<file path="src/source/obj_pkg.sv">
`default_nettype none

package obj_pkg;

    localparam int ROW_WIDTH = 240;
    localparam int TILE_BASE = 64;
    localparam int ADDR_W    = 13;

    // Color bit 14 is the sticky window flag.
    typedef struct packed {
        logic        prio;
        logic [2:0]  palette;
        logic [15:0] color;
    } obj_pixel_t;

    // Upper half is OAM word 2n+1, lower half is OAM word 2n.
    typedef struct packed {
        logic [3:0] rsvd;
        logic       hide;
        logic       palettemode;
        logic       prio;
        logic [2:0] palette;
        logic [5:0] tile;
        logic [7:0] y;
        logic [7:0] x;
    } obj_entry_t;

    typedef struct packed {
        logic              req;
        logic              we;
        logic [ADDR_W-1:0] addr;
        logic [15:0]       wdata;
    } mem_req_t;

    typedef enum logic [1:0] {SRC_NONE, SRC_HOST, SRC_SCAN, SRC_FETCH} mem_src_t;

    typedef enum logic [2:0] {S_IDLE, S_READ0, S_READ1, S_HAND, S_DONE} scan_state_t;

    typedef enum logic [2:0] {F_IDLE, F_CLEAR, F_WAIT, F_READ, F_WRITE} fetch_state_t;

    function automatic logic pixel_is_transparent(input logic [15:0] color,
                                                  input logic        palettemode);
        if (palettemode)
            return color[3:0] == 4'h0;
        return !color[15];
    endfunction

endpackage

`default_nettype wire
</file>
<file path="src/source/obj_mem_arbiter.sv">
`default_nettype none

module obj_mem_arbiter (
    input  logic              clock,
    input  logic              rst_n,
    input  obj_pkg::mem_req_t host_req,
    input  obj_pkg::mem_req_t scan_req,
    input  obj_pkg::mem_req_t fetch_req,
    output logic              scan_gnt,
    output logic              fetch_gnt,
    output obj_pkg::mem_req_t mem_req,
    input  logic [15:0]       mem_rdata,
    output logic              scan_rvalid,
    output logic              fetch_rvalid
);
    import obj_pkg::*;

    mem_src_t src;
    mem_src_t src_q;

    // Host strobes cannot wait, so they always win.
    always_comb begin
        if (host_req.req)
            src = SRC_HOST;
        else if (fetch_req.req)
            src = SRC_FETCH;
        else if (scan_req.req)
            src = SRC_SCAN;
        else
            src = SRC_NONE;
    end

    always_comb begin
        case (src)
            SRC_HOST:  mem_req = host_req;
            SRC_FETCH: mem_req = fetch_req;
            SRC_SCAN:  mem_req = scan_req;
            default:   mem_req = '0;
        endcase
    end

    assign scan_gnt  = (src == SRC_SCAN);
    assign fetch_gnt = (src == SRC_FETCH);

    always_ff @(posedge clock or negedge rst_n) begin
        if (!rst_n)
            src_q <= SRC_NONE;
        else
            src_q <= src;
    end

    assign scan_rvalid  = (src_q == SRC_SCAN);
    assign fetch_rvalid = (src_q == SRC_FETCH);

    a_one_owner: assert property (@(posedge clock) disable iff (!rst_n)
        $onehot0({host_req.req, scan_gnt, fetch_gnt}));

    // Read data handed back must come from a word that was written.
    a_rdata_known: assert property (@(posedge clock) disable iff (!rst_n)
        (scan_rvalid || fetch_rvalid) |-> !$isunknown(mem_rdata));

endmodule

`default_nettype wire

</file>
<file path="config.mk">
export PLATFORM = sky130hd
export DESIGN_NAME = obj_mem_arbiter
export DESIGN_NICKNAME = d
export VERILOG_FILES = /design/src/source/obj_pkg.sv /design/src/source/obj_mem_arbiter.sv
export SDC_FILE = /design/constraint.sdc
export NUM_CORES = 1
export LEC_CHECK = 0
export ABC_CLOCK_PERIOD_IN_PS = 800
export BUFFER_PORTS_ARGS = -buffer_cell sky130_fd_sc_hd__buf_2
export CAP_MARGIN = 10
export CORE_MARGIN = 3
export CORE_UTILIZATION = 30
export CTS_BUF_LIST = sky130_fd_sc_hd__clkbuf_4
export DETAILED_ROUTE_END_ITERATION = 6
export PLACE_DENSITY = 0.83
export SLEW_MARGIN = 20
export SYNTH_ARGS = -nofsm -noshare
export SYNTH_HDL_FRONTEND = slang
export SYNTH_SLANG_ARGS = --single-unit
export TNS_END_PERCENT = 100
</file>
<file path="constraint.sdc">
create_clock -name clock -period 0.8 [get_ports clock]
set_input_delay 0.08 -clock clock [delete_from_list [all_inputs] [get_ports clock]]
set_output_delay 0.08 -clock clock [all_outputs]
set_load 0.01 [all_outputs]
</file>
==> impl_metrics.csv <==
group,metric,value,unit
outcome,outcome,"complete, but fails checks",
outcome,violations,"setup timing",
sta,hold_violations,0,
global_route,grt_max_degree,34,
synthesis,synth_cells,149,
placement,io_buffer_count,129,
global_route,grt_remaining_overflow,0,
routing,viasPerCell,5.11,
layout,n_fill_cell,236,
layout,drive_gt1_frac,0.658,
cts,cts_made_buffers,3,
sta,final.setup.tns,-2.74,ns
setup_path,critPathRequiredTime,0.72,ns
cts,root_buffer,"clkbuf_4",
floorplanning,fp.dieW,62.2,um
cts,clock_path_buffers,2,
layout,insertedDiodeCount,0,
power_and_ir_drop,finalPower,1470,uW
layout,max_flop_register,"src_q",
setup_path,critPathKind,"reg -> out",
layout,largest_reg_flops,2,
synthesis,syn_area,946,um^2
sta,drv_slew,0,
run,drv_cap,0,
cts,path_clk_slew,0.03,ns
routing,drt_iter0_markers,103,
sta,maxSlewHeadroom,0.837,
routing,routed_wl,4.54,mm
sta,period_share,1.20,
setup_path,setup.worst_path.end_class,"primary output",
synthesis,synth_area_leaders,"a21oi_1 32%, nand3b_1 24%, nor2b_1 21%",
cts,cts_tree,"built",
sta,tightest_slew,0.245,ns
synthesis,synthDistinctLibCells,12,
layout,top_regs,"src_q: 2 flops",
setup_path,critPathLaunchType,"flop",
floorplanning,design.core.area,0.00288,mm^2
setup_path,cp_max_fo,2,
sta,setup_violations,35,
min_path,hold_path_class,"in -> async",
placement,post_dp_cell_area,0.00160,mm^2
setup_path,path_cells,"and2_4 > buf_6",
synthesis,synth_top_area_share,0.317,
floorplanning,fp.dieArea,0.00386,mm^2
cts,clock_sinks,2,
routing,postRouteAntennaNets,0,
synthesis,ys_ff_latch,2,
routing,drc,0,
sta,rsz0062_at_grt,"yes",
global_route,grt_pass1_wl,6.83,mm
synthesis,syn_area_per_cell,6.35,um^2
floorplanning,rows,19,
synthesis,ys_warn_count,0,
setup_path,critPathArrivalTime,0.88,ns
sta,fin_crit,0.959,ns
placement,dp.cells,308,
floorplanning,ioPinCount,146,
setup_path,crit_path_max_incr_delay,0.38,ns
layout,syn_to_final_growth,119,%
layout,stdcell_count,320,
floorplanning,die_h,62.2,um
synthesis,yosys.area.top_type,"a21oi_1",
setup_path,cpMaxStageDelayCell,"dfrtp_1",
routing,wl_per_cell,14.2,um
routing,dr.pass1.iters,5,
sta,setup_slack,-0.159,ns
layout,post-route-util,0.720,
sta,timing.fmax,1040,MHz
power_and_ir_drop,power.density,710,mW/mm^2
layout,nets,391,
synthesis,syn_nets,260,
power_and_ir_drop,power_leakage,0.000958,uW
power_and_ir_drop,peakVddDrop,0.452,mV
placement,globalplace.congestion,0.762,
cts,htreeDepth,1,
placement,dp_hpwl,2.82,mm
global_route,antenna_found_initial,0,
synthesis,ys_seq_area_frac,0.0529,
routing,vias,1634,
global_route,grt_usage,0.210,
floorplanning,start_util,0.329,
global_route,grt_pass1_vias,1547,
layout,final_area,0.00207,mm^2
==> worst max-delay path: cells and delay by family, from the launching register on <==
family	cells	cell delay [ns]
flip-flops	1	0.38
AND/OR/NAND/NOR	1	0.17
buffers and inverters	1	0.11
==> metrics by stage <==
stage	setup WS [ns]	hold slack [ns]
floorplan	0.0506	-0.216
global placement	-0.238	-0.134
detailed placement	-0.253	-0.133
CTS	-0.166	0.160
global route	-0.190	0.171
finish	-0.159	0.174
==> how the worst max path moves through the flow <==
| stage | slack [ns] | start | cells past startpoint | endpoint |
|---|---|---|---|---|
| final | -0.16 | src_q[1]$_DFF_PN0_ | 2 | fetch_rvalid |
| after global routing | -0.19 | fetch_req[30] | 5 | mem_req[14] |
| after CTS | -0.17 | src_q[1]$_DFF_PN0_ | 2 | fetch_rvalid |
| after detailed placement | -0.25 | scan_req[30] | 4 | mem_req[25] |
| after global placement | -0.24 | scan_req[30] | 4 | mem_req[16] |
| after floorplan | 0.05 | fetch_req[30] | 4 | mem_req[16] |
==> cell usage after synthesis <==
library cell / count
a21oi_1: 60
or3_1: 1
buf_4: 6
buf_2: 7
or2_1: 1
nor2_1: 3
and2_1: 1
inv_1: 1
nor2b_1: 32
dfrtp_1: 2
buf_6: 5
nand3b_1: 30
==> placed cells by master, fill, tap and decap left out, types with 4 or more instances in the layout <==
master,synthesis,layout
buf_16,0,7
a21oi_2,0,26
buf_2,7,124
nand3b_1,30,30
nor2b_1,32,28
a21oi_4,0,6
buf_12,0,4
buf_6,5,4
a21oi_1,60,28
==> metal layers <==
metal	global-route usage	vias to the layer above	wire length, um
li1	-	785	-
met1	0.217	735	1630
met2	0.425	106	2420
met3	0.0396	8	442
met4	0.0552	0	53
met5	0	-	0
==> kinds of logic after synthesis <==
group | Yosys count | share of synthesized area
flops | 2 | 0.0529
simple gates | 68 | 0.481
buf+inv | 19 | 0.148
compound gates | 60 | 0.317
==> repair_timing <==
item                                   in CTS  in global routing
setup buffers                               1                  0
pin swaps                                   6                 15
hold buffers                                1                  0
endpoints found under the hold margin       2                  0
gates resized for setup                    34                 28
setup endpoints to repair                  34                 35
cloned                                      6                  1
==> final cells by class <==
| class | instances | area, um^2 | share of cell area |
|---|---|---|---|
| clock buffers | 3 | 22.5 | 0.0109 |
| inverters | 1 | 3.75 | 0.00181 |
| multi-input cells | 128 | 938 | 0.453 |
| flip-flops and latches | 2 | 50.0 | 0.0242 |
| well taps | 42 | 52.6 | 0.0254 |
| repair buffers | 144 | 1000 | 0.485 |
==> power by group <==
part | leakage [uW] | switching [uW] | total, uW | internal [uW]
clock | 0.0000138 | 55.5 | 221 | 165
sequential | 0.0000226 | 3.86 | 112 | 108
combinational | 0.000922 | 511 | 1140 | 627
total | 0.000958 | 570 | 1470 | 900
Note: power is estimated with default switching activity, not from simulation.
