--- config.mk ---
export PLATFORM = sky130hd
export DESIGN_NAME = obj_scanner
export DESIGN_NICKNAME = d
export VERILOG_FILES = /design/src/source/obj_pkg.sv /design/src/source/obj_scanner.sv
export SDC_FILE = /design/constraint.sdc
export NUM_CORES = 1
export LEC_CHECK = 0
export BUFFER_PORTS_ARGS = -buffer_cell sky130_fd_sc_hd__buf_2
export CAP_MARGIN = 20
export CORE_MARGIN = 2
export CORE_UTILIZATION = 25
export CTS_BUF_LIST = sky130_fd_sc_hd__clkbuf_16
export DETAILED_ROUTE_END_ITERATION = 8
export PLACE_DENSITY_LB_ADDON = 0.15
export SLEW_MARGIN = 10
export SYNTH_ARGS = -nofsm -noshare
export SYNTH_HDL_FRONTEND = slang
export SYNTH_SLANG_ARGS = --single-unit
--- constraint.sdc ---
create_clock -name clock -period 4.7 [get_ports clock]
set_input_delay 0.94 -clock clock [delete_from_list [all_inputs] [get_ports clock]]
set_output_delay 0.94 -clock clock [all_outputs]
set_load 0.03 [all_outputs]
--- src/source/obj_pkg.sv ---
`default_nettype none

package obj_pkg;

    localparam int ROW_WIDTH = 240;
    localparam int TILE_BASE = 64;
    localparam int ADDR_W    = 13;

    // Color bit 14 is the sticky window flag.
    typedef struct packed {
        logic        prio;
        logic [2:0]  palette;
        logic [15:0] color;
    } obj_pixel_t;

    // Upper half is OAM word 2n+1, lower half is OAM word 2n.
    typedef struct packed {
        logic [3:0] rsvd;
        logic       hide;
        logic       palettemode;
        logic       prio;
        logic [2:0] palette;
        logic [5:0] tile;
        logic [7:0] y;
        logic [7:0] x;
    } obj_entry_t;

    typedef struct packed {
        logic              req;
        logic              we;
        logic [ADDR_W-1:0] addr;
        logic [15:0]       wdata;
    } mem_req_t;

    typedef enum logic [1:0] {SRC_NONE, SRC_HOST, SRC_SCAN, SRC_FETCH} mem_src_t;

    typedef enum logic [2:0] {S_IDLE, S_READ0, S_READ1, S_HAND, S_DONE} scan_state_t;

    typedef enum logic [2:0] {F_IDLE, F_CLEAR, F_WAIT, F_READ, F_WRITE} fetch_state_t;

    function automatic logic pixel_is_transparent(input logic [15:0] color,
                                                  input logic        palettemode);
        if (palettemode)
            return color[3:0] == 4'h0;
        return !color[15];
    endfunction

endpackage

`default_nettype wire
--- src/source/obj_scanner.sv ---
`default_nettype none

module obj_scanner #(
    parameter int OBJ_COUNT   = 16,
    parameter int MAX_PER_ROW = 8
) (
    input  logic                clock,
    input  logic                rst_n,
    input  logic                row_start,
    input  logic [7:0]          row,
    output obj_pkg::mem_req_t   mem_req,
    input  logic                gnt,
    input  logic                rvalid,
    input  logic [15:0]         rdata,
    input  logic                fetch_ready,
    output logic                entry_valid,
    output obj_pkg::obj_entry_t entry,
    output logic [2:0]          line,
    output logic                scan_done
);
    import obj_pkg::*;

    localparam int IDX_W = (OBJ_COUNT > 1) ? $clog2(OBJ_COUNT) : 1;
    localparam int HIT_W = $clog2(MAX_PER_ROW + 1);

    scan_state_t      state;
    logic [IDX_W-1:0] idx;
    logic [HIT_W-1:0] hits;
    logic             pend;
    logic [15:0]      word0;
    logic [7:0]       diff;
    logic             last;

    // Sprite line, valid as a hit when below 8.
    assign diff = row - word0[15:8];
    assign last = (idx == IDX_W'(OBJ_COUNT - 1));

    always_comb begin
        mem_req      = '0;
        mem_req.req  = (state == S_READ0 || state == S_READ1) && !pend;
        mem_req.addr = ADDR_W'({idx, state == S_READ1});
    end

    assign entry_valid = (state == S_HAND) && fetch_ready;
    assign scan_done   = (state == S_DONE);

    always_ff @(posedge clock or negedge rst_n) begin
        if (!rst_n) begin
            state <= S_IDLE;
            idx   <= '0;
            hits  <= '0;
            pend  <= 1'b0;
        end else begin
            if (gnt)
                pend <= 1'b1;
            else if (rvalid)
                pend <= 1'b0;
            case (state)
                S_IDLE: begin
                    if (row_start) begin
                        idx   <= '0;
                        hits  <= '0;
                        state <= S_READ0;
                    end
                end
                S_READ0: begin
                    if (rvalid)
                        state <= S_READ1;
                end
                S_READ1: begin
                    if (rvalid) begin
                        if (diff[7:3] == 5'd0) begin
                            state <= S_HAND;
                        end else if (last) begin
                            state <= S_DONE;
                        end else begin
                            idx   <= idx + 1'b1;
                            state <= S_READ0;
                        end
                    end
                end
                S_HAND: begin
                    if (fetch_ready) begin
                        hits <= hits + 1'b1;
                        if (last || hits == HIT_W'(MAX_PER_ROW - 1)) begin
                            state <= S_DONE;
                        end else begin
                            idx   <= idx + 1'b1;
                            state <= S_READ0;
                        end
                    end
                end
                S_DONE:  state <= S_IDLE;
                default: state <= S_IDLE;
            endcase
        end
    end

    always_ff @(posedge clock) begin
        if (state == S_READ0 && rvalid)
            word0 <= rdata;
        if (state == S_READ1 && rvalid) begin
            entry <= {rdata, word0};
            line  <= diff[2:0];
        end
    end

    a_hit_limit: assert property (@(posedge clock) disable iff (!rst_n)
        hits <= HIT_W'(MAX_PER_ROW));

endmodule

`default_nettype wire

==> flow_summary.json, run 1 <==
{
  "slew_viol_final": 0,
  "synthSimpleGateAreaFrac_pct": 9.73,
  "avgSynthCellArea_um2": 13.0,
  "die_w_um": 110,
  "vias": 1810,
  "final_antenna_net_count": 0,
  "finish.utilization_pct": 32.9,
  "cts_setup_buffers": 0,
  "hold_viol_final": 0,
  "gp_congestion": 0.725,
  "drt_pass1_iterations": 4,
  "crit_type": "primary input to register",
  "cts_root_buf": "clkbuf_16",
  "grt_max_degree": 36,
  "postCtsHoldBufs": 0,
  "gr-usage-met3_pct": 3.88,
  "fin_nets": 336,
  "numClockSinks": 63,
  "clockBufferDepth": 2,
  "wl_per_cell_um": 13.0,
  "grt_pass1_vias": 1754,
  "port_buffers": 72,
  "cp_data_required_time_ns": 4.91,
  "period_needed_ns": 2.76,
  "synth-xor-area-share_pct": 1.86,
  "period_share_pct": 58.6,
  "ir_worst_vdd_uv": 229,
  "cts_buffers": 9,
  "yosysTopAreaCell": "edfxtp_1",
  "synth.distinct_cells": 39,
  "ys_ff_latch": 63,
  "grt_overflow_total": 0,
  "hpwl_um": 4070,
  "rsz0062_at_grt": "no",
  "drive_gt1_share_pct": 30.9,
  "stdcell_area_um2": 3600,
  "syn_area_um2": 2830,
  "cap_viol_max_count": 0,
  "dpl_cell_area_um2": 3240,
  "routed_via_density": 4.10,
  "status": "completed",
  "synth_most_common_cell": "edfxtp_1",
  "syn_to_final_growth_pct": 27.2,
  "p_leak_uw": 0.00155,
  "yosys_most_used_dff": "edfxtp_1",
  "synth_top_cells_by_count": "edfxtp_1 (51), buf_4 (25), nor2_1 (17)",
  "syn_inst": 217,
  "power.density_nw_per_um2": 574,
  "top_usage_layer": "met2",
  "post_cts_resized": 0,
  "synthMuxAreaShare_pct": 0.708,
  "synth-edff-count": 51,
  "coreArea_um2": 10900,
  "grt_pass1_wl_um": 8740,
  "initial_core_util_pct": 25.9,
  "synth_top_area_share_pct": 54.1,
  "drc": 0,
  "end_kind": "register",
  "async_flop_share_pct": 19.0,
  "synth-compound-area-share_pct": 8.05,
  "hp-class": "register to register",
  "fmaxAchievable_ghz": 0.363,
  "antenna_found_initial": 0,
  "startpoint_type": "primary input",
  "synth_adder_area_share_pct": 4.69,
  "drt_iter0_markers": 70,
  "path_max_fanout": 7,
  "routed_wl_um": 5750,
  "die_h_um": 110,
  "fin_setup_tns_ns": 0,
  "io_pins": 98,
  "ys_warn_count": 0,
  "cts_tree": "built",
  "use_met1_pct": 12.2,
  "synth_top_family_by_area": "buffers and inverters",
  "clk_latency_ns": 0.32,
  "grt.met2_usage_pct": 14.5,
  "grtUsageTotal_pct": 9.84,
  "die-area_um2": 12200,
  "cts_max_level": 3,
  "rows": 38,
  "clkTransAtPathRegs_ns": 0.06,
  "setup-violations-final": 0,
  "fillers": 1094,
  "synthTopCellsByArea": "edfxtp_1 (54%), dfrtp_1 (11%), buf_4 (6.6%)",
  "fin_worst_skew_ns": 0.00767,
  "yosysSeqAreaShare_pct": 64.8,
  "antenna_cells": 0,
  "worstPathArrival_ns": 2.97
}
[worst max-delay path, cell delays in order]
cell and delay [ns]:
buf_2 0.08, inv_1 0.03, ha_1 0.22, fa_1 0.39, or2b_1 0.23, a21oi_1 0.17, xnor2_1 0.14, nand4b_1 0.18
o21ba_1 0.31, a32o_1 0.27
[per-stage QoR]
| stage | total power, uW | std cells | hold WS [ns] | worst slack (ns) |
|---|---|---|---|---|
| global route | 2180 | 441 | 0.430 | 1.74 |
| floorplan | 1200 | 241 | 0.400 | 0.796 |
| global placement | 1300 | 425 | 0.401 | 1.64 |
| CTS | 2100 | 441 | 0.420 | 1.94 |
| detailed placement | 1300 | 425 | 0.406 | 1.61 |
| finish | 2070 | 441 | 0.418 | 1.94 |
[power breakdown]
group          internal (uW)  switching (uW)  leakage (uW)  total, uW
combinational            154             346      0.000750        500
clock                    526             255      0.000173        781
sequential               718            67.2      0.000624        785
total                   1400             668       0.00155       2070
[routing by layer]
| metal | wire length (um) | part of all wire [%] | up-vias |
|---|---|---|---|
| li1 | - | - | 884 |
| met1 | 2560 | 45 | 857 |
| met2 | 2680 | 47 | 64 |
| met3 | 461 | 8.0 | 5 |
| met4 | 52 | 0.90 | 0 |
| met5 | 0 | 0 | - |
[placed cells by master (no fill, tap or decap), types with 2 or more instances in the layout]
master	netlist	layout
nor3_1	7	6
conb_1	1	25
inv_6	0	2
edfxtp_1	51	51
mux2i_1	2	2
buf_2	1	72
xnor2_1	4	4
nand2b_1	5	5
clkbuf_16	0	9
dfrtp_1	12	12
nand3_1	7	7
a21o_1	3	3
ha_1	9	9
buf_4	25	2
nor2_1	17	17
inv_1	13	13
and2b_1	2	2
bufinv_16	0	3
o211ai_1	3	3
xor2_1	2	2
a21oi_1	11	11
nand2_1	12	12
o21ai_0	10	10
[sequential cells by signal, summed over array words and instances (netlist names)]
| signal | count |
|---|---|
| state | 3 |
| line | 3 |
| idx | 4 |
| hits | 4 |
| word0 | 16 |
| entry | 32 |
| pend | 1 |
[final cells by class]
| cell class | instances | area, um^2 | area share, % |
|---|---|---|---|
| clock inverters | 7 | 128 | 3.55 |
| flip-flops and latches | 63 | 1830 | 50.9 |
| inverters | 13 | 48.8 | 1.36 |
| well taps | 140 | 175 | 4.87 |
| clock buffers | 9 | 225 | 6.26 |
| repair buffers | 74 | 375 | 10.4 |
| multi-input cells | 135 | 813 | 22.6 |
[path summary, 6_finish.rpt]
kind	start	end	slack [ns]	cells past startpoint
worst max register to register	word0[8]	idx[2]	2.28	8
worst min-delay path	word0[4]	entry[4]	0.42	0
min in group asynchronous	rst_n	idx[3]	0.50	1
worst max-delay path	row[0]	idx[2]	1.94	10
worst min register to register	word0[4]	entry[4]	0.42	0
max in group asynchronous	rst_n	state[1]	3.95	1
[kinds of logic after synthesis]
group	Yosys count
flops	63
simple gates	57
buf+inv	43
compound gates	35
fa+ha+maj	10
xor+xnor	6
mux	2
other cells	1
Power figures use the tool's default switching activity.
==> run 2: changes to the inputs <==
--- a/config.mk
+++ b/config.mk
@@ -5,6 +5,7 @@
 export SDC_FILE = /design/constraint.sdc
 export NUM_CORES = 1
 export LEC_CHECK = 0
+export ABC_AREA = 1
 export BUFFER_PORTS_ARGS = -buffer_cell sky130_fd_sc_hd__buf_2
 export CAP_MARGIN = 20
 export CORE_MARGIN = 2
==> constraint.sdc (replaced) <==
create_clock -name clock -period 2.6 [get_ports clock]
set_input_delay 0.52 -clock clock [delete_from_list [all_inputs] [get_ports clock]]
set_output_delay 0.52 -clock clock [all_outputs]
set_load 0.03 [all_outputs]
==> flow_summary.json, run 2 <==
{
  "status": "completed",
  "layout_common_cells": "buf_2 (72), edfxtp_1 (51), nand2_1 (47), inv_1 (38), conb_1 (25)",
  "multi_input_area_um2": 838,
  "fin_setup_tns_ns": 0,
  "gp_congestion": 0.721,
  "clockBufferDepth": 2,
  "fin_nets": 375,
  "layout_commonest_cell": "buf_2",
  "path_max_fanout": 5,
  "grt_pass1_vias": 1878,
  "cts_root_buf": "clkbuf_16",
  "fin_worst_skew_ns": 0.00859,
  "cts_setup_buffers": 0,
  "synth-edff-count": 51,
  "cts_buffers": 9,
  "yosysSeqAreaShare_pct": 63.0,
  "yosysTopAreaCell": "edfxtp_1",
  "drive_gt1_share_pct": 31.8,
  "die_w_um": 112,
  "rows": 39,
  "final_antenna_net_count": 0,
  "port_buffers": 72,
  "synthTopCellsByArea": "edfxtp_1 (53%), dfrtp_1 (10%), buf_4 (6.5%)",
  "antenna_cells": 0,
  "syn_inst": 252,
  "fin_cells": 483,
  "layout_setup_ws_ns": 0.484,
  "postCtsHoldBufs": 0,
  "io_pins": 98,
  "power.density_nw_per_um2": 1000,
  "finish.utilization_pct": 32.5,
  "synth.distinct_cells": 32,
  "rsz0062_at_grt": "no",
  "synth_top_cells_by_count": "edfxtp_1 (51), nand2_1 (47), inv_1 (38)",
  "drc": 0,
  "worstPathArrival_ns": 2.38,
  "die-area_um2": 12500,
  "top_register": "entry",
  "hp-class": "primary input to async pin",
  "drt_iter0_markers": 64,
  "reg2regPathDepth": 13,
  "vias": 1906,
  "routed_wl_um": 5620,
  "cap_viol_max_count": 0,
  "syn_to_final_growth_pct": 27.1,
  "yosys_most_used_dff": "edfxtp_1",
  "numClockSinks": 63,
  "ys_ff_latch": 63,
  "antenna_found_initial": 0,
  "avgSynthCellArea_um2": 11.5,
  "grt_overflow_total": 0,
  "hold_viol_final": 0,
  "async_flop_share_pct": 19.0,
  "reg2reg_to": "idx[2]",
  "setup-violations-final": 0,
  "fmaxAchievable_ghz": 0.473,
  "die_h_um": 112,
  "post_cts_resized": 0,
  "clk_latency_ns": 0.33,
  "initial_core_util_pct": 25.6,
  "p_leak_uw": 0.00171,
  "r2r-start": "word0[8]",
  "hpwl_um": 4050,
  "r2r_setup_slack_ns": 0.48,
  "slew_viol_final": 0,
  "wl_per_cell_um": 11.6,
  "grt_pass1_wl_um": 9200,
  "end_kind": "register",
  "cts_max_level": 3,
  "ir_worst_vdd_uv": 331,
  "grtUsageTotal_pct": 9.77,
  "startpoint": "word0[8]",
  "synth_most_common_cell": "edfxtp_1",
  "startpoint_type": "register",
  "ys_warn_count": 0,
  "period_share_pct": 81.4,
  "cp_data_required_time_ns": 2.86,
  "regArea_um2": 1830,
  "crit_end": "idx[2]",
  "grt_max_degree": 36,
  "dp_cells": 467,
  "cts_tree": "built",
  "routed_via_density": 3.95,
  "coreArea_um2": 11400,
  "crit_type": "register to register",
  "syn_area_um2": 2910,
  "fillers": 1158,
  "period_needed_ns": 2.12,
  "drt_pass1_iterations": 4,
  "reg_top3": "entry (32), word0 (16)",
  "p_total_uw": 3720,
  "largest_reg_flops": 32,
  "synth_top_area_share_pct": 52.6,
  "place_ws_ns": 0.237,
  "clkTransAtPathRegs_ns": 0.06
}
-- run 2: metrics by stage --
step / hold WS [ns] / instance area, um^2
2_1_floorplan: 0.224 / 3000
3_3_place_gp: 0.401 / 3370
3_5_place_dp: 0.405 / 3370
4_1_cts: 0.0714 / 3700
5_1_grt: 0.0835 / 3700
6_report: 0.0704 / 3700
-- run 2: layout make-up --
type / count / share of cell area, %
Timing Repair Buffer: 74 / 10.1
Multi-Input combinational cell: 148 / 22.7
Sequential cell: 63 / 49.5
Clock inverter: 7 / 2.77
Tap cell: 143 / 4.84
Clock buffer: 9 / 6.09
Inverter: 39 / 3.96
-- run 2: routing by layer --
metal | up-vias | track usage (%) | wire, um | part of all wire (%)
met5 | - | 0 | 0 | 0
met3 | 9 | 3.27 | 288 | 5.1
li1 | 963 | - | - | -
met2 | 54 | 15.2 | 2650 | 47
met1 | 880 | 11.8 | 2550 | 45
met4 | 0 | 5.93 | 140 | 2.5
-- run 2: where the power goes --
group / switching, uW / total, uW / internal, uW
registers: 91.9 / 1390 / 1300
clock network: 469 / 1320 / 850
logic: 701 / 1010 / 304
total: 1260 / 3720 / 2450
-- run 2: worst min-delay path by stage --
stage	from	to	slack, ns	depth (start not counted)
detailed placement	word0[2]	entry[2]	0.40	0
CTS	rst_n	hits[2]	0.07	1
floorplan	rst_n	hits[0]	0.22	0
global placement	word0[0]	entry[0]	0.40	0
finish	rst_n	idx[2]	0.07	1
global route	rst_n	idx[3]	0.08	1
-- run 2: cells by family after synthesis --
| logic type | count (synthesis) | synth area share (%) |
|---|---|---|
| AO/OA/AOI/OAI | 23 | 4.73 |
| XOR/XNOR | 5 | 1.51 |
| adder cells (fa/ha/maj) | 10 | 4.56 |
| buffers and inverters | 65 | 11.7 |
| flip-flops | 63 | 63.0 |
| other | 1 | 0.129 |
| AND/OR/NAND/NOR | 85 | 14.5 |
-- run 2: worst max-delay path, cell delays in order, from the launching register on --
cell and delay (ns):
edfxtp_1 0.39, ha_1 0.23, fa_1 0.41, inv_1 0.10
nand2_1 0.05, nand2_1 0.09, nand3_1 0.07, nand2_1 0.07
nand2_1 0.06, nor2_2 0.14, nand4_2 0.16, nand2_2 0.14
nand2_1 0.05, o21ai_1 0.06
==> run 3: changes to the inputs <==
--- a/config.mk
+++ b/config.mk
@@ -5,7 +5,7 @@
 export SDC_FILE = /design/constraint.sdc
 export NUM_CORES = 1
 export LEC_CHECK = 0
-export ABC_AREA = 1
+export ABC_AREA = 0
 export BUFFER_PORTS_ARGS = -buffer_cell sky130_fd_sc_hd__buf_2
 export CAP_MARGIN = 20
 export CORE_MARGIN = 2
==> constraint.sdc (replaced) <==
create_clock -name clock -period 1.8 [get_ports clock]
set_input_delay 0.36 -clock clock [delete_from_list [all_inputs] [get_ports clock]]
set_output_delay 0.36 -clock clock [all_outputs]
set_load 0.03 [all_outputs]
==> flow_summary.json, run 3 (synthesis results as in run 1) <==
{
  "fin_cells": 476,
  "drive_gt1_share_pct": 42.0,
  "routed_wl_um": 5870,
  "period_share_pct": 124,
  "antenna_cells": 0,
  "cp_data_required_time_ns": 2.01,
  "cts_tree": "built",
  "clkTransAtPathRegs_ns": 0.05,
  "crit_family": "compound AO/OA/AOI/OAI gates",
  "fin_worst_skew_ns": 0.00517,
  "grt_overflow_total": 0,
  "crit_type": "register to register",
  "antenna_found_initial": 0,
  "critical_path_buf_inv_count": 0,
  "p_leak_uw": 0.00171,
  "grt.met2_usage_pct": 16.1,
  "die-area_um2": 12200,
  "period_needed_ns": 2.24,
  "gp_congestion": 0.760,
  "slew_viol_final": 0,
  "dp_cells": 455,
  "top_usage_layer": "met2",
  "path_max_fanout": 7,
  "cts_root_buf": "clkbuf_16",
  "drc": 0,
  "layout_common_cells": "buf_2 (68), edfxtp_1 (51), buf_4 (33), conb_1 (25), nor2_1 (13)",
  "wl_per_cell_um": 12.3,
  "fmaxAchievable_ghz": 0.447,
  "drt_pass1_iterations": 4,
  "initial_core_util_pct": 25.9,
  "grtUsageTotal_pct": 10.2,
  "vias": 1890,
  "reg_top3": "entry (32), word0 (16)",
  "hold_viol_final": 0,
  "syn_to_final_growth_pct": 39.5,
  "drt_iter0_markers": 61,
  "grt_pass1_vias": 1916,
  "place_ws_ns": -0.555,
  "power.density_nw_per_um2": 1450,
  "slowest_delay_ns": 0.39,
  "numClockSinks": 63,
  "layout_setup_ws_ns": -0.436,
  "routed_via_density": 3.97,
  "cap_viol_max_count": 0,
  "gr-usage-met3_pct": 4.29,
  "fin_nets": 371,
  "die_w_um": 110,
  "io_pins": 98,
  "largest_reg_flops": 32,
  "worstPathArrival_ns": 2.45,
  "startpoint_type": "register",
  "rsz0062_at_grt": "yes",
  "die_h_um": 110,
  "final_antenna_net_count": 0,
  "grt_pass1_wl_um": 9200,
  "hpwl_um": 4380,
  "rows": 38,
  "status": "finished with violations",
  "cts_max_level": 3,
  "clk_latency_ns": 0.32,
  "end_kind": "register",
  "cts_buffers": 9,
  "port_buffers": 72,
  "top_register": "entry",
  "crit_slowest_cell": "edfxtp_1",
  "hp-class": "primary input to register",
  "use_met1_pct": 12.1,
  "violations": "setup timing",
  "clockBufferDepth": 2,
  "ir_worst_vdd_uv": 538,
  "fin_setup_tns_ns": -2.49,
  "fillers": 1076,
  "r2r_setup_slack_ns": -0.44,
  "grt_max_degree": 19,
  "layout_commonest_cell": "buf_2",
  "setup-violations-final": 7,
  "crit_chain": "ha_2, fa_2, or2b_1, a21oi_2, xnor2_1, nand4b_1, o21ba_2, a32o_1",
  "coreArea_um2": 10900
}
-- run 3: area by class of cell --
type	instances	area (um^2)	area share [%]
repair buffers	109	687	17.4
well taps	140	175	4.44
clock inverters	7	103	2.60
multi-input cells	135	876	22.2
inverters	13	48.8	1.24
flip-flops and latches	63	1830	46.4
clock buffers	9	225	5.71
-- run 3: what timing repair did --
item / 4_1_cts / 5_1_grt
pin swaps: 3 / 1
buffers inserted: 4 / 0
setup endpoints to repair: 10 / 11
hold endpoints to repair: 12 / 0
hold buffers: 1 / 0
gates resized for setup: 9 / 9
-- run 3: power breakdown --
part	switching, uW	total (uW)	internal, uW
sequential	90.0	1970	1880
clock	662	1890	1230
combinational	1110	1860	746
-- run 3: layer usage --
layer  wire (um)  vias to the layer above
li1            -                      955
met1        2550                      867
met2        2790                       63
met3         461                        5
met4          70                        0
met5           0                        -
-- run 3: worst paths after layout --
path / start / endpoint / cells after the start
min in group asynchronous: rst_n / state[0] / 2
worst min register to register: word0[7] / entry[7] / 0
worst max-delay path: word0[8] / idx[2] / 8
worst min-delay path: gnt / pend / 2
worst max register to register: word0[8] / idx[2] / 8
max in group asynchronous: rst_n / state[1] / 2
-- run 3: stage by stage --
step | total power, uW | hold slack (ns) | utilization [%] | instance area [um^2]
5_1_grt | 6030 | 0.206 | 36.1 | 3950
2_1_floorplan | 3190 | 0.0644 | - | 2970
6_report | 5720 | 0.215 | 36.1 | 3950
3_5_place_dp | 3700 | 0.268 | 32.2 | 3530
3_3_place_gp | 3690 | 0.277 | 32.2 | 3530
4_1_cts | 5750 | 0.204 | 35.8 | 3920
