`config.mk`:
```
export PLATFORM = sky130hd
export DESIGN_NAME = obj_fetcher
export DESIGN_NICKNAME = d
export VERILOG_FILES = /design/src/source/obj_pkg.sv /design/src/source/obj_fetcher.sv
export SDC_FILE = /design/constraint.sdc
export NUM_CORES = 1
export LEC_CHECK = 0
export BUFFER_PORTS_ARGS = -buffer_cell sky130_fd_sc_hd__buf_4
export CORE_ASPECT_RATIO = 1.5
export CORE_MARGIN = 3
export CORE_UTILIZATION = 47
export CTS_CLUSTER_SIZE = 8
export DETAILED_ROUTE_END_ITERATION = 7
export GPL_ROUTABILITY_DRIVEN = 0
export PLACE_DENSITY_LB_ADDON = 0.25
export SETUP_SLACK_MARGIN = 0.4
export SLEW_MARGIN = 20
export SYNTH_ARGS = -nofsm -noshare
export SYNTH_HDL_FRONTEND = slang
export SYNTH_SLANG_ARGS = --single-unit
```
`constraint.sdc`:
```
create_clock -name clock -period 2.8 [get_ports clock]
set_input_delay 0.28 -clock clock [delete_from_list [all_inputs] [get_ports clock]]
set_output_delay 0.28 -clock clock [all_outputs]
set_load 0.03 [all_outputs]
```
`src/source/obj_pkg.sv`:
```
`default_nettype none

package obj_pkg;

    localparam int ROW_WIDTH = 240;
    localparam int TILE_BASE = 64;
    localparam int ADDR_W    = 13;

    // Color bit 14 is the sticky window flag.
    typedef struct packed {
        logic        prio;
        logic [2:0]  palette;
        logic [15:0] color;
    } obj_pixel_t;

    // Upper half is OAM word 2n+1, lower half is OAM word 2n.
    typedef struct packed {
        logic [3:0] rsvd;
        logic       hide;
        logic       palettemode;
        logic       prio;
        logic [2:0] palette;
        logic [5:0] tile;
        logic [7:0] y;
        logic [7:0] x;
    } obj_entry_t;

    typedef struct packed {
        logic              req;
        logic              we;
        logic [ADDR_W-1:0] addr;
        logic [15:0]       wdata;
    } mem_req_t;

    typedef enum logic [1:0] {SRC_NONE, SRC_HOST, SRC_SCAN, SRC_FETCH} mem_src_t;

    typedef enum logic [2:0] {S_IDLE, S_READ0, S_READ1, S_HAND, S_DONE} scan_state_t;

    typedef enum logic [2:0] {F_IDLE, F_CLEAR, F_WAIT, F_READ, F_WRITE} fetch_state_t;

    function automatic logic pixel_is_transparent(input logic [15:0] color,
                                                  input logic        palettemode);
        if (palettemode)
            return color[3:0] == 4'h0;
        return !color[15];
    endfunction

endpackage

`default_nettype wire
```
`src/source/obj_fetcher.sv`:
```
`default_nettype none

module obj_fetcher (
    input  logic                clock,
    input  logic                rst_n,
    input  logic                row_start,
    input  logic                entry_valid,
    input  obj_pkg::obj_entry_t entry,
    input  logic [2:0]          line,
    output logic                fetch_ready,
    input  logic                scan_done,
    output obj_pkg::mem_req_t   mem_req,
    input  logic                gnt,
    input  logic                rvalid,
    input  logic [15:0]         rdata,
    output logic                we,
    output logic                clear,
    output logic                transparent,
    output logic                palettemode,
    output logic [7:0]          wcol,
    output obj_pkg::obj_pixel_t wdata,
    output logic                row_done,
    output logic                busy
);
    import obj_pkg::*;

    fetch_state_t state;
    obj_entry_t   ent_q;
    logic [2:0]   line_q;
    logic [2:0]   pix;
    logic         pend;
    logic         done_seen;
    logic [15:0]  color_q;
    logic [8:0]   col;

    // A carry into bit 8 means the column wrapped and the pixel is dropped.
    assign col = {1'b0, ent_q.x} + {6'd0, pix};

    assign fetch_ready = (state == F_WAIT);
    assign clear       = (state == F_CLEAR);
    assign we          = (state == F_WRITE) && !col[8];
    assign wcol        = col[7:0];
    assign transparent = ent_q.hide;
    assign palettemode = ent_q.palettemode;
    assign wdata       = '{prio: ent_q.prio, palette: ent_q.palette, color: color_q};

    always_comb begin
        mem_req      = '0;
        mem_req.req  = (state == F_READ) && !pend;
        mem_req.addr = ADDR_W'(TILE_BASE) + ADDR_W'({ent_q.tile, line_q, pix});
    end

    always_ff @(posedge clock or negedge rst_n) begin
        if (!rst_n) begin
            state     <= F_IDLE;
            pix       <= '0;
            pend      <= 1'b0;
            done_seen <= 1'b0;
            busy      <= 1'b0;
            row_done  <= 1'b0;
        end else begin
            row_done <= 1'b0;
            if (gnt)
                pend <= 1'b1;
            else if (rvalid)
                pend <= 1'b0;
            if (scan_done)
                done_seen <= 1'b1;
            case (state)
                F_IDLE: begin
                    if (row_start) begin
                        done_seen <= 1'b0;
                        busy      <= 1'b1;
                        state     <= F_CLEAR;
                    end
                end
                F_CLEAR: state <= F_WAIT;
                F_WAIT: begin
                    if (entry_valid) begin
                        pix   <= '0;
                        state <= F_READ;
                    end else if (done_seen || scan_done) begin
                        busy     <= 1'b0;
                        row_done <= 1'b1;
                        state    <= F_IDLE;
                    end
                end
                F_READ: begin
                    if (rvalid)
                        state <= F_WRITE;
                end
                F_WRITE: begin
                    pix   <= pix + 1'b1;
                    state <= (pix == 3'd7) ? F_WAIT : F_READ;
                end
                default: state <= F_IDLE;
            endcase
        end
    end

    always_ff @(posedge clock) begin
        if (state == F_WAIT && entry_valid) begin
            ent_q  <= entry;
            line_q <= line;
        end
        if (state == F_READ && rvalid)
            color_q <= rdata;
    end

    a_clear_we: assert property (@(posedge clock) disable iff (!rst_n)
        !(clear && we));

endmodule

`default_nettype wire

```
==> results.py, run 1 <==
metrics = {
    "critical_path": {
        "r2r_cells": 3,
        "cp_max_fo": 3,
        "reg2reg_slack_ps": 1190,
        "required_ps": 2520,
        "r2r-start": "state[0]$_DFFE_PN0P_",
        "worstReg2RegEnd": "ent_q[4]$_DFFE_PP_",
        "crit_path_start_kind": "register",
        "critPathTopFamily": "adder cells",
        "path_depth": 8,
        "crit_arrival_ps": 1950,
        "worstPathBufferInverterCount": 3,
        "crit_path_end": "wcol[6]",
        "startpoint": "pix[0]$_DFFE_PN0P_",
        "critical-path-max-stage-delay_ps": 380,
        "crit_path_end_kind": "primary output",
        "critical_path_class": "reg -> out",
        "cp_common_cell": "inv_1",
        "crit_path_top_delay_cell": "dfrtp_1",
        "path_cells": "ha_1, inv_1, fa_2, inv_1, a21o_1, nand4_1, xnor2_1, buf_4",
    },
    "power": {
        "pwr-share-clk": 0.153,
        "sw_frac_of_total": 0.392,
        "power_leakage_nw": 1.32,
        "comb_power_share": 0.430,
        "max-vdd-ir-drop_v": 0.000444,
        "intPower_mw": 1.58,
        "power.density_nw_per_um2": 888,
        "seqPwrFrac": 0.417,
        "finalPower_mw": 2.59,
        "power_switching_mw": 1.02,
    },
    "clock_tree": {
        "cts_tree": "yes",
        "cts_sinks": 49,
        "root_buffer": "clkbuf_8",
        "worstSkewPairLatency_ps": 290,
        "ctsLongestPathBuffers": 2,
        "cts_buffers": 5,
        "path_clk_slew_ps": 90,
        "ctsHtreeMaxLevel": 2,
    },
    "layout": {
        "diodes": 0,
        "final_cell_mix": "buf_4, edfxtp_1, conb_1, nor2_1, dfrtp_1",
        "stdcell_count": 294,
        "post-route-util": 0.676,
        "finish.net_count": 312,
        "mostFrequentLayoutCell": "buf_4",
        "drive_above_1_share": 0.456,
        "area_growth_pct": 35.1,
        "fin_area_um2": 2920,
    },
    "die": {
        "io_pins": 124,
        "die_area_um2": 5460,
        "dieHeight_um": 89.0,
        "fp.dieW_um": 61.3,
        "rows": 29,
        "start_util": 0.500,
        "core_area_um2": 4320,
    },
    "grt": {
        "grt_pass1_wl_um": 6040,
        "grt_pass1_vias": 1460,
        "overflow": 0,
        "grt.total_usage": 0.153,
        "antenna_found_initial": 0,
        "grt_max_degree": 24,
    },
    "sta": {
        "finalHoldViolCount": 0,
        "clock_skew_ps": 8.61,
        "hold_ws_ps": 156,
        "layout_setup_ws_ps": 571,
        "fin_crit_sh": 0.796,
        "rsz0062_at_grt": "no",
        "fmax_mhz": 449,
        "setup_tns_ps": 0,
        "period_needed_ps": 2230,
        "setup_viol": 0,
        "slew_violations": 0,
    },
    "yosys": {
        "ys_seq_area_frac": 0.658,
        "synthTopCellsByArea": "edfxtp_1, dfrtp_1, buf_4, ha_1, xnor2_1",
        "synth_area_per_cell_um2": 14.4,
        "yosys.area.top_type_share": 0.542,
        "yosys_warnings": 0,
        "ys_ff_latch": 49,
        "synth_cells": 150,
        "netlist_area_um2": 2160,
        "synth_cell_types": 35,
        "synth_top_area_cell": "edfxtp_1",
    },
    "placement": {
        "pre_cts_ws_ps": 792,
        "placed_area_um2": 2810,
        "dpl.cell_count": 284,
        "place_hpwl_um": 3210,
        "port_buffers": 94,
    },
    "min_path": {
        "hold_path_class": "in -> reg",
    },
    "route": {
        "via_per_inst": 4.87,
        "avgRoutedWirePerCell_um": 13.7,
        "drc": 0,
        "wl_um": 4030,
        "antenna_left": 0,
        "vias": 1432,
        "drtPass1Iterations": 4,
        "drt_iter0_drc": 35,
    },
    "run": {
        "maxCapViolations": 0,
    },
    "outcome": {
        "outcome": "completed",
    },
}
==> power by group through the flow <==
| stage | Clock (mW) | Sequential, mW | Combinational (mW) |
|---|---|---|---|
| after floorplan | 0 | 1.18 | 0.690 |
| after global placement | 0 | 1.10 | 1.10 |
| after detailed placement | 0 | 1.10 | 1.11 |
| after CTS | 0.412 | 1.09 | 1.12 |
| after global routing | 0.433 | 1.10 | 1.21 |
| final | 0.396 | 1.08 | 1.11 |
==> logic make-up (layout without fill, tap and decap cells) <==
kind of cell | count (synthesis) | in the layout | synth area share
compound gates | 20 | 20 | 0.0765
xor+xnor | 10 | 10 | 0.0406
buf+inv | 33 | 115 | 0.103
flops | 49 | 49 | 0.658
other cells | 1 | 17 | 0.00174
simple gates | 29 | 29 | 0.0718
mux | 1 | 1 | 0.00464
fa+ha+maj | 7 | 7 | 0.0440
==> state kept, by name, indices dropped and copies added (netlist names) <==
register and flops:
wdata 4, color_q 16, transparent 1, ent_q 14, state 3, pix 3
row_done 1, line_q 3, done_seen 1, pend 1, busy 1, palettemode 1
==> cell usage after synthesis <==
library cell and count:
o21a_1 3, nor2b_4 1, a21oi_1 2, o21ai_0 1
edfxtp_1 39, o21bai_4 1, conb_1 1, o21ai_2 1
mux2i_1 1, nor2b_2 1, fa_1 1, a21o_1 3
o22a_1 2, a311oi_1 1, o22a_2 1, a311o_1 1
a21oi_2 2, o31ai_1 1, xor2_1 4, and4_1 1
inv_1 9, o22ai_1 1, buf_6 2, nand3_1 3
nand2_1 7, nand3b_1 1, buf_4 22, and3_1 1
xnor2_1 6, nand2b_4 1, ha_1 6, dfrtp_1 10
nor3b_1 1, nor2_1 11, nand4_1 1
==> routing by layer <==
metal	track usage	wire, µm
met5	0	0
met4	0.0811	126
met1	0.129	1190
met2	0.281	2300
met3	0.0737	417
==> worst min path at each step <==
stage / startpoint / to / slack, ps / cells after the start
6_report: gnt / pend$_DFFE_PN0P_ / 160 / 2
5_1_grt: rdata[2] / color_q[2]$_DFFE_PP_ / 140 / 1
4_1_cts: rdata[13] / color_q[13]$_DFFE_PP_ / 140 / 1
3_5_place_dp: rst_n / row_done$_DFF_PN0_ / 120 / 1
3_3_place_gp: rst_n / busy$_DFFE_PN0P_ / 120 / 1
2_1_floorplan: rst_n / busy$_DFFE_PN0P_ / -20 / 0
==> cell type report <==
cell class / count / area (µm²)
sequential: 49 / 1420
clock buffer: 6 / 72.6
inverter: 9 / 33.8
clock inverter: 2 / 15.0
fill: 333 / 1400
multi-input combinational: 84 / 579
timing repair buffer: 98 / 738
tap: 46 / 57.6
==> repair_timing <==
action,CTS,global route
gates resized for setup,0,1
buffers inserted,0,1
setup endpoints to repair,0,2
hold endpoints to repair,10,0
hold buffers,1,0
No activity file was read; power rests on OpenSTA's default activity.
==> run 2, diff against run 1 <==
CORE_UTILIZATION = 39   (was 47)
clock period = 1.88 ns   (was 2.8 ns; I/O delays follow)
==> results.py, run 2 (synthesis gave the netlist of run 1 again) <==
metrics = {
    "outcome": {
        "outcome": "finished, violations left",
        "violations": "setup timing",
    },
    "critical_path": {
        "crit_arrival_ps": 1920,
        "worstPathBufferInverterCount": 4,
        "critPathTopFamily": "buffers and inverters",
        "crit_path_top_delay_cell": "edfxtp_1",
        "crit_path_start_kind": "register",
        "crit_path_end_kind": "primary output",
        "critical-path-max-stage-delay_ps": 420,
        "r2r_cells": 8,
        "cp_common_cell": "buf_4",
        "required_ps": 1690,
        "path_cells": "ha_4, inv_2, fa_2, inv_1, a21o_1, buf_4, a311oi_2, buf_4",
        "path_depth": 8,
        "cp_max_fo": 2,
        "critical_path_class": "reg -> out",
    },
    "min_path": {
        "hold_path_class": "in -> reg",
        "holdPathStages": 1,
    },
    "layout": {
        "nFillCells": 402,
        "diodes": 0,
        "area_growth_pct": 56.5,
        "regArea_um2": 1430,
        "drive_above_1_share": 0.624,
        "mostFrequentLayoutCell": "buf_4",
        "multiInputGateArea_um2": 811,
        "largest_register_ffs": 16,
        "largest-register": "color_q",
        "final_cell_mix": "buf_4, edfxtp_1, conb_1, buf_6",
        "finish.net_count": 327,
    },
    "clock_tree": {
        "cts_buffers": 5,
        "ctsHtreeMaxLevel": 2,
        "path_clk_slew_ps": 80,
        "ctsLongestPathBuffers": 2,
        "cts_sinks": 49,
        "cts_tree": "yes",
        "root_buffer": "clkbuf_8",
        "worstSkewPairLatency_ps": 290,
    },
    "grt": {
        "grtUsageMet1": 0.137,
        "grt_pass1_wl_um": 6970,
        "grt_max_degree": 24,
        "overflow": 0,
        "globalRouteMet3Util": 0.0648,
        "grt_pass1_vias": 1525,
        "grt.total_usage": 0.143,
        "grt_most_used_layer": "met2",
        "use_met2": 0.252,
        "antenna_found_initial": 0,
    },
    "power": {
        "power.density_nw_per_um2": 1350,
        "power_leakage_nw": 1.47,
        "max-vdd-ir-drop_v": 0.000678,
        "finalPower_mw": 4.57,
    },
    "sta": {
        "layout_setup_ws_ps": -232,
        "setup_viol": 7,
        "finalHoldViolCount": 0,
        "rsz0062_at_grt": "yes",
        "fin_crit_sh": 1.12,
        "period_needed_ps": 2110,
        "fmax_mhz": 474,
        "slew_violations": 0,
        "clock_skew_ps": 7.80,
    },
    "die": {
        "dieHeight_um": 97.1,
        "die_area_um2": 6480,
        "fp.dieW_um": 66.8,
        "core_area_um2": 5250,
        "start_util": 0.412,
        "rows": 32,
        "io_pins": 124,
    },
    "route": {
        "vias": 1485,
        "drc": 0,
        "drt_iter0_drc": 24,
        "wl_um": 4510,
        "drtPass1Iterations": 4,
        "via_per_inst": 4.49,
        "avgRoutedWirePerCell_um": 13.6,
        "antenna_left": 0,
    },
    "run": {
        "maxCapViolations": 0,
    },
    "placement": {
        "pre_cts_ws_ps": 8.49,
        "port_buffers": 94,
        "place_hpwl_um": 3400,
    },
}
run 2: where the power goes:
group	leakage (nW)	switching [mW]	total, mW	internal (mW)
clock	0.0528	0.324	0.717	0.393
sequential	0.473	0.161	1.59	1.43
combinational	0.940	1.22	2.26	1.03
run 2: repair_timing:
item                                    CTS  global route
endpoints found under the setup margin   54            34
setup buffers                             6             7
resized for setup                        16            22
hold endpoints to repair                 10             0
hold buffers                              1             0
pin swaps                                 6            13
run 2: final timing paths:
path,startpoint,to,slack (ps)
worst min-delay path,rdata[9],color_q[9]$_DFFE_PP_,60
max in group asynchronous,rst_n,state[2]$_DFFE_PN0P_,1460
min in group asynchronous,rst_n,busy$_DFFE_PN0P_,250
worst max-delay path,ent_q[0]$_DFFE_PP_,we,-230
worst min register to register,pend$_DFFE_PN0P_,pend$_DFFE_PN0P_,520
worst max register to register,pix[0]$_DFFE_PN0P_,state[0]$_DFFE_PN0P_,370
run 2: per-stage QoR:
step | setup TNS [ps] | instance area [µm²] | std cells | hold WS [ps] | utilization
3_5_place_dp | 0 | 2970 | 309 | 28.7 | 0.567
6_report | -962 | 3380 | 331 | 63.9 | 0.645
4_1_cts | -1190 | 3200 | 324 | 52.6 | 0.611
2_1_floorplan | -32.4 | 2320 | 166 | -108 | -
5_1_grt | -1550 | 3380 | 331 | 41.3 | 0.645
3_3_place_gp | 0 | 2970 | 309 | 29.2 | 0.567
run 2: cell type report:
type                       instances  share of cell area
clock buffer                       6              0.0215
multi-input combinational         84               0.240
sequential                        49               0.422
inverter                           9             0.00999
timing repair buffer             113               0.271
clock inverter                     2             0.00999
tap                               68              0.0252
run 2: layer usage:
layer  routed length (µm)  vias up
met5                    0        -
met4                  102        0
met3                  447       10
met2                 2520       70
met1                 1440      695
li1                     -      710
==> run 3, diff against run 2 <==
CELL_PAD_IN_SITES_DETAIL_PLACEMENT = 1   (was unset)
CELL_PAD_IN_SITES_GLOBAL_PLACEMENT = 1   (was unset)
CORE_UTILIZATION = 30   (was 39)
TNS_END_PERCENT = 5   (was unset)
==> results.py, run 3 (synthesis gave the netlist of run 1 again) <==
metrics = {
    "power": {
        "max-vdd-ir-drop_v": 0.000760,
        "power.density_nw_per_um2": 1330,
        "power_leakage_nw": 1.37,
    },
    "route": {
        "dr_wl_met2_um": 2870,
        "wirelength_met1_um": 1480,
        "via_per_inst": 4.43,
        "wl_um": 4910,
        "drc": 0,
        "drtPass1Iterations": 3,
        "top_layer_used": "met4",
        "antenna_left": 0,
        "drt_iter0_drc": 40,
        "dr_wl_met3_um": 488,
        "vias": 1461,
        "avgRoutedWirePerCell_um": 14.9,
    },
    "critical_path": {
        "required_ps": 1690,
        "worstReg2RegEnd": "pix[2]$_DFFE_PN0P_",
        "r2r_cells": 5,
        "crit_arrival_ps": 1930,
        "cp_max_fo": 2,
        "cp_common_cell": "inv_2",
        "crit_path_top_delay_cell": "dfrtp_2",
        "critical_path_class": "reg -> out",
        "worstPathBufferInverterCount": 3,
        "critPathTopFamily": "adder cells",
        "crit_path_end_kind": "primary output",
        "critical-path-max-stage-delay_ps": 390,
        "crit_path_start_kind": "register",
        "reg2reg_slack_ps": 400,
        "path_cells": "ha_4, inv_2, fa_2, inv_2, a21o_1, nand4_1, xnor2_4, buf_6",
        "r2r-start": "pix[0]$_DFFE_PN0P_",
    },
    "layout": {
        "nFillCells": 747,
        "mostFrequentLayoutCell": "buf_4",
        "diodes": 0,
        "finish.net_count": 316,
        "drive_above_1_share": 0.556,
        "largest_register_ffs": 16,
        "area_growth_pct": 46.2,
        "final_cell_mix": "buf_4, edfxtp_1, conb_1, buf_6",
        "largest-register": "color_q",
    },
    "sta": {
        "clock_skew_ps": 11.4,
        "setup_viol": 6,
        "hold_ws_ps": 52.1,
        "rsz0062_at_grt": "yes",
        "layout_setup_ws_ps": -239,
        "fin_crit_sh": 1.13,
        "fmax_mhz": 472,
        "period_needed_ps": 2120,
        "setup_tns_ps": -953,
        "slew_violations": 0,
        "finalHoldViolCount": 0,
    },
    "die": {
        "io_pins": 124,
        "die_area_um2": 8270,
        "rows": 37,
        "start_util": 0.311,
        "fp.dieW_um": 75.3,
        "dieHeight_um": 110,
        "core_area_um2": 6940,
    },
    "clock_tree": {
        "ctsLongestPathBuffers": 2,
        "root_buffer": "clkbuf_8",
        "worstSkewPairLatency_ps": 310,
        "cts_buffers": 5,
        "path_clk_slew_ps": 90,
        "cts_tree": "yes",
        "cts_sinks": 49,
        "ctsHtreeMaxLevel": 2,
    },
    "grt": {
        "antenna_found_initial": 0,
        "grt_pass1_vias": 1601,
        "grt.total_usage": 0.130,
        "grt_pass1_wl_um": 7870,
        "grt_max_degree": 24,
        "overflow": 0,
    },
    "min_path": {
        "hold_path_class": "in -> reg",
        "min_from": "line[1]",
        "holdPathStages": 1,
        "min_to": "line_q[1]$_DFFE_PP_",
    },
    "placement": {
        "port_buffers": 94,
        "place_hpwl_um": 3940,
    },
    "run": {
        "maxCapViolations": 0,
    },
    "outcome": {
        "outcome": "finished, violations left",
        "violations": "setup timing",
    },
}
==> run 3: cell types whose count changed in the layout (fill, tap and decap cells not counted), moves of 3 or more <==
cell | previous run | this run
buf_4 | 99 | 91
xor2_1 | 1 | 4
xnor2_1 | 1 | 4
ha_4 | 5 | 2
xnor2_2 | 4 | 1
ha_1 | 0 | 4
==> run 3: area by class of cell <==
class                      instances  area, µm²  share of cell area
sequential                        49       1430               0.451
timing repair buffer             102        815               0.258
multi-input combinational         84        699               0.221
tap                               78       97.6              0.0309
clock buffer                       6       72.6              0.0230
inverter                           9       33.8              0.0107
clock inverter                     2       15.0             0.00475
==> run 3: how the worst max path moves through the flow <==
| stage | startpoint | end | slack, ps | cells past startpoint |
|---|---|---|---|---|
| finish | pix[0]$_DFFE_PN0P_ | wcol[6] | -240 | 8 |
| global route | pix[0]$_DFFE_PN0P_ | wcol[6] | -340 | 8 |
| CTS | ent_q[0]$_DFFE_PP_ | wcol[6] | -240 | 8 |
| detailed placement | ent_q[0]$_DFFE_PP_ | we | 40 | 8 |
| global placement | ent_q[0]$_DFFE_PP_ | wcol[6] | 50 | 8 |
| floorplan | pix[0]$_DFFE_PN0P_ | wcol[6] | -30 | 7 |
==> run 3: worst register-to-register path: stages (launching register included) <==
cell and delay, ps:
dfrtp_2 430, buf_4 150, ha_1 190, ha_1 270, o21a_1 190, o22a_1 160
==> run 3: what timing repair did <==
item                                    4_1_cts  5_1_grt
endpoints found under the setup margin       55       34
setup buffers                                 1        0
hold endpoints to repair                     10        0
hold buffers                                  1        0
pin swaps                                    10       14
gates resized for setup                      17       13
==> run 3: per-stage QoR <==
stage / worst slack [ps] / utilization / cells / area, µm² / power, mW
5_1_grt: -342 / 0.455 / 330 / 3160 / 4.44
3_3_place_gp: 52.2 / 0.424 / 320 / 2940 / 3.43
3_5_place_dp: 36.4 / 0.424 / 320 / 2940 / 3.46
6_report: -239 / 0.455 / 330 / 3160 / 4.19
2_1_floorplan: -32.6 / - / 166 / 2270 / 2.84
4_1_cts: -242 / 0.448 / 330 / 3110 / 4.20
==> run 3: report_power, final <==
group | total (mW) | switching [mW] | internal, mW
Sequential | 1.59 | 0.166 | 1.43
Clock | 0.609 | 0.347 | 0.262
Combinational | 1.99 | 1.15 | 0.837
==> run 3: routing by layer <==
metal | up-vias | track usage
li1 | 687 | -
met4 | 0 | 0.0450
met1 | 706 | 0.118
met2 | 62 | 0.243
met3 | 6 | 0.0613
met5 | - | 0
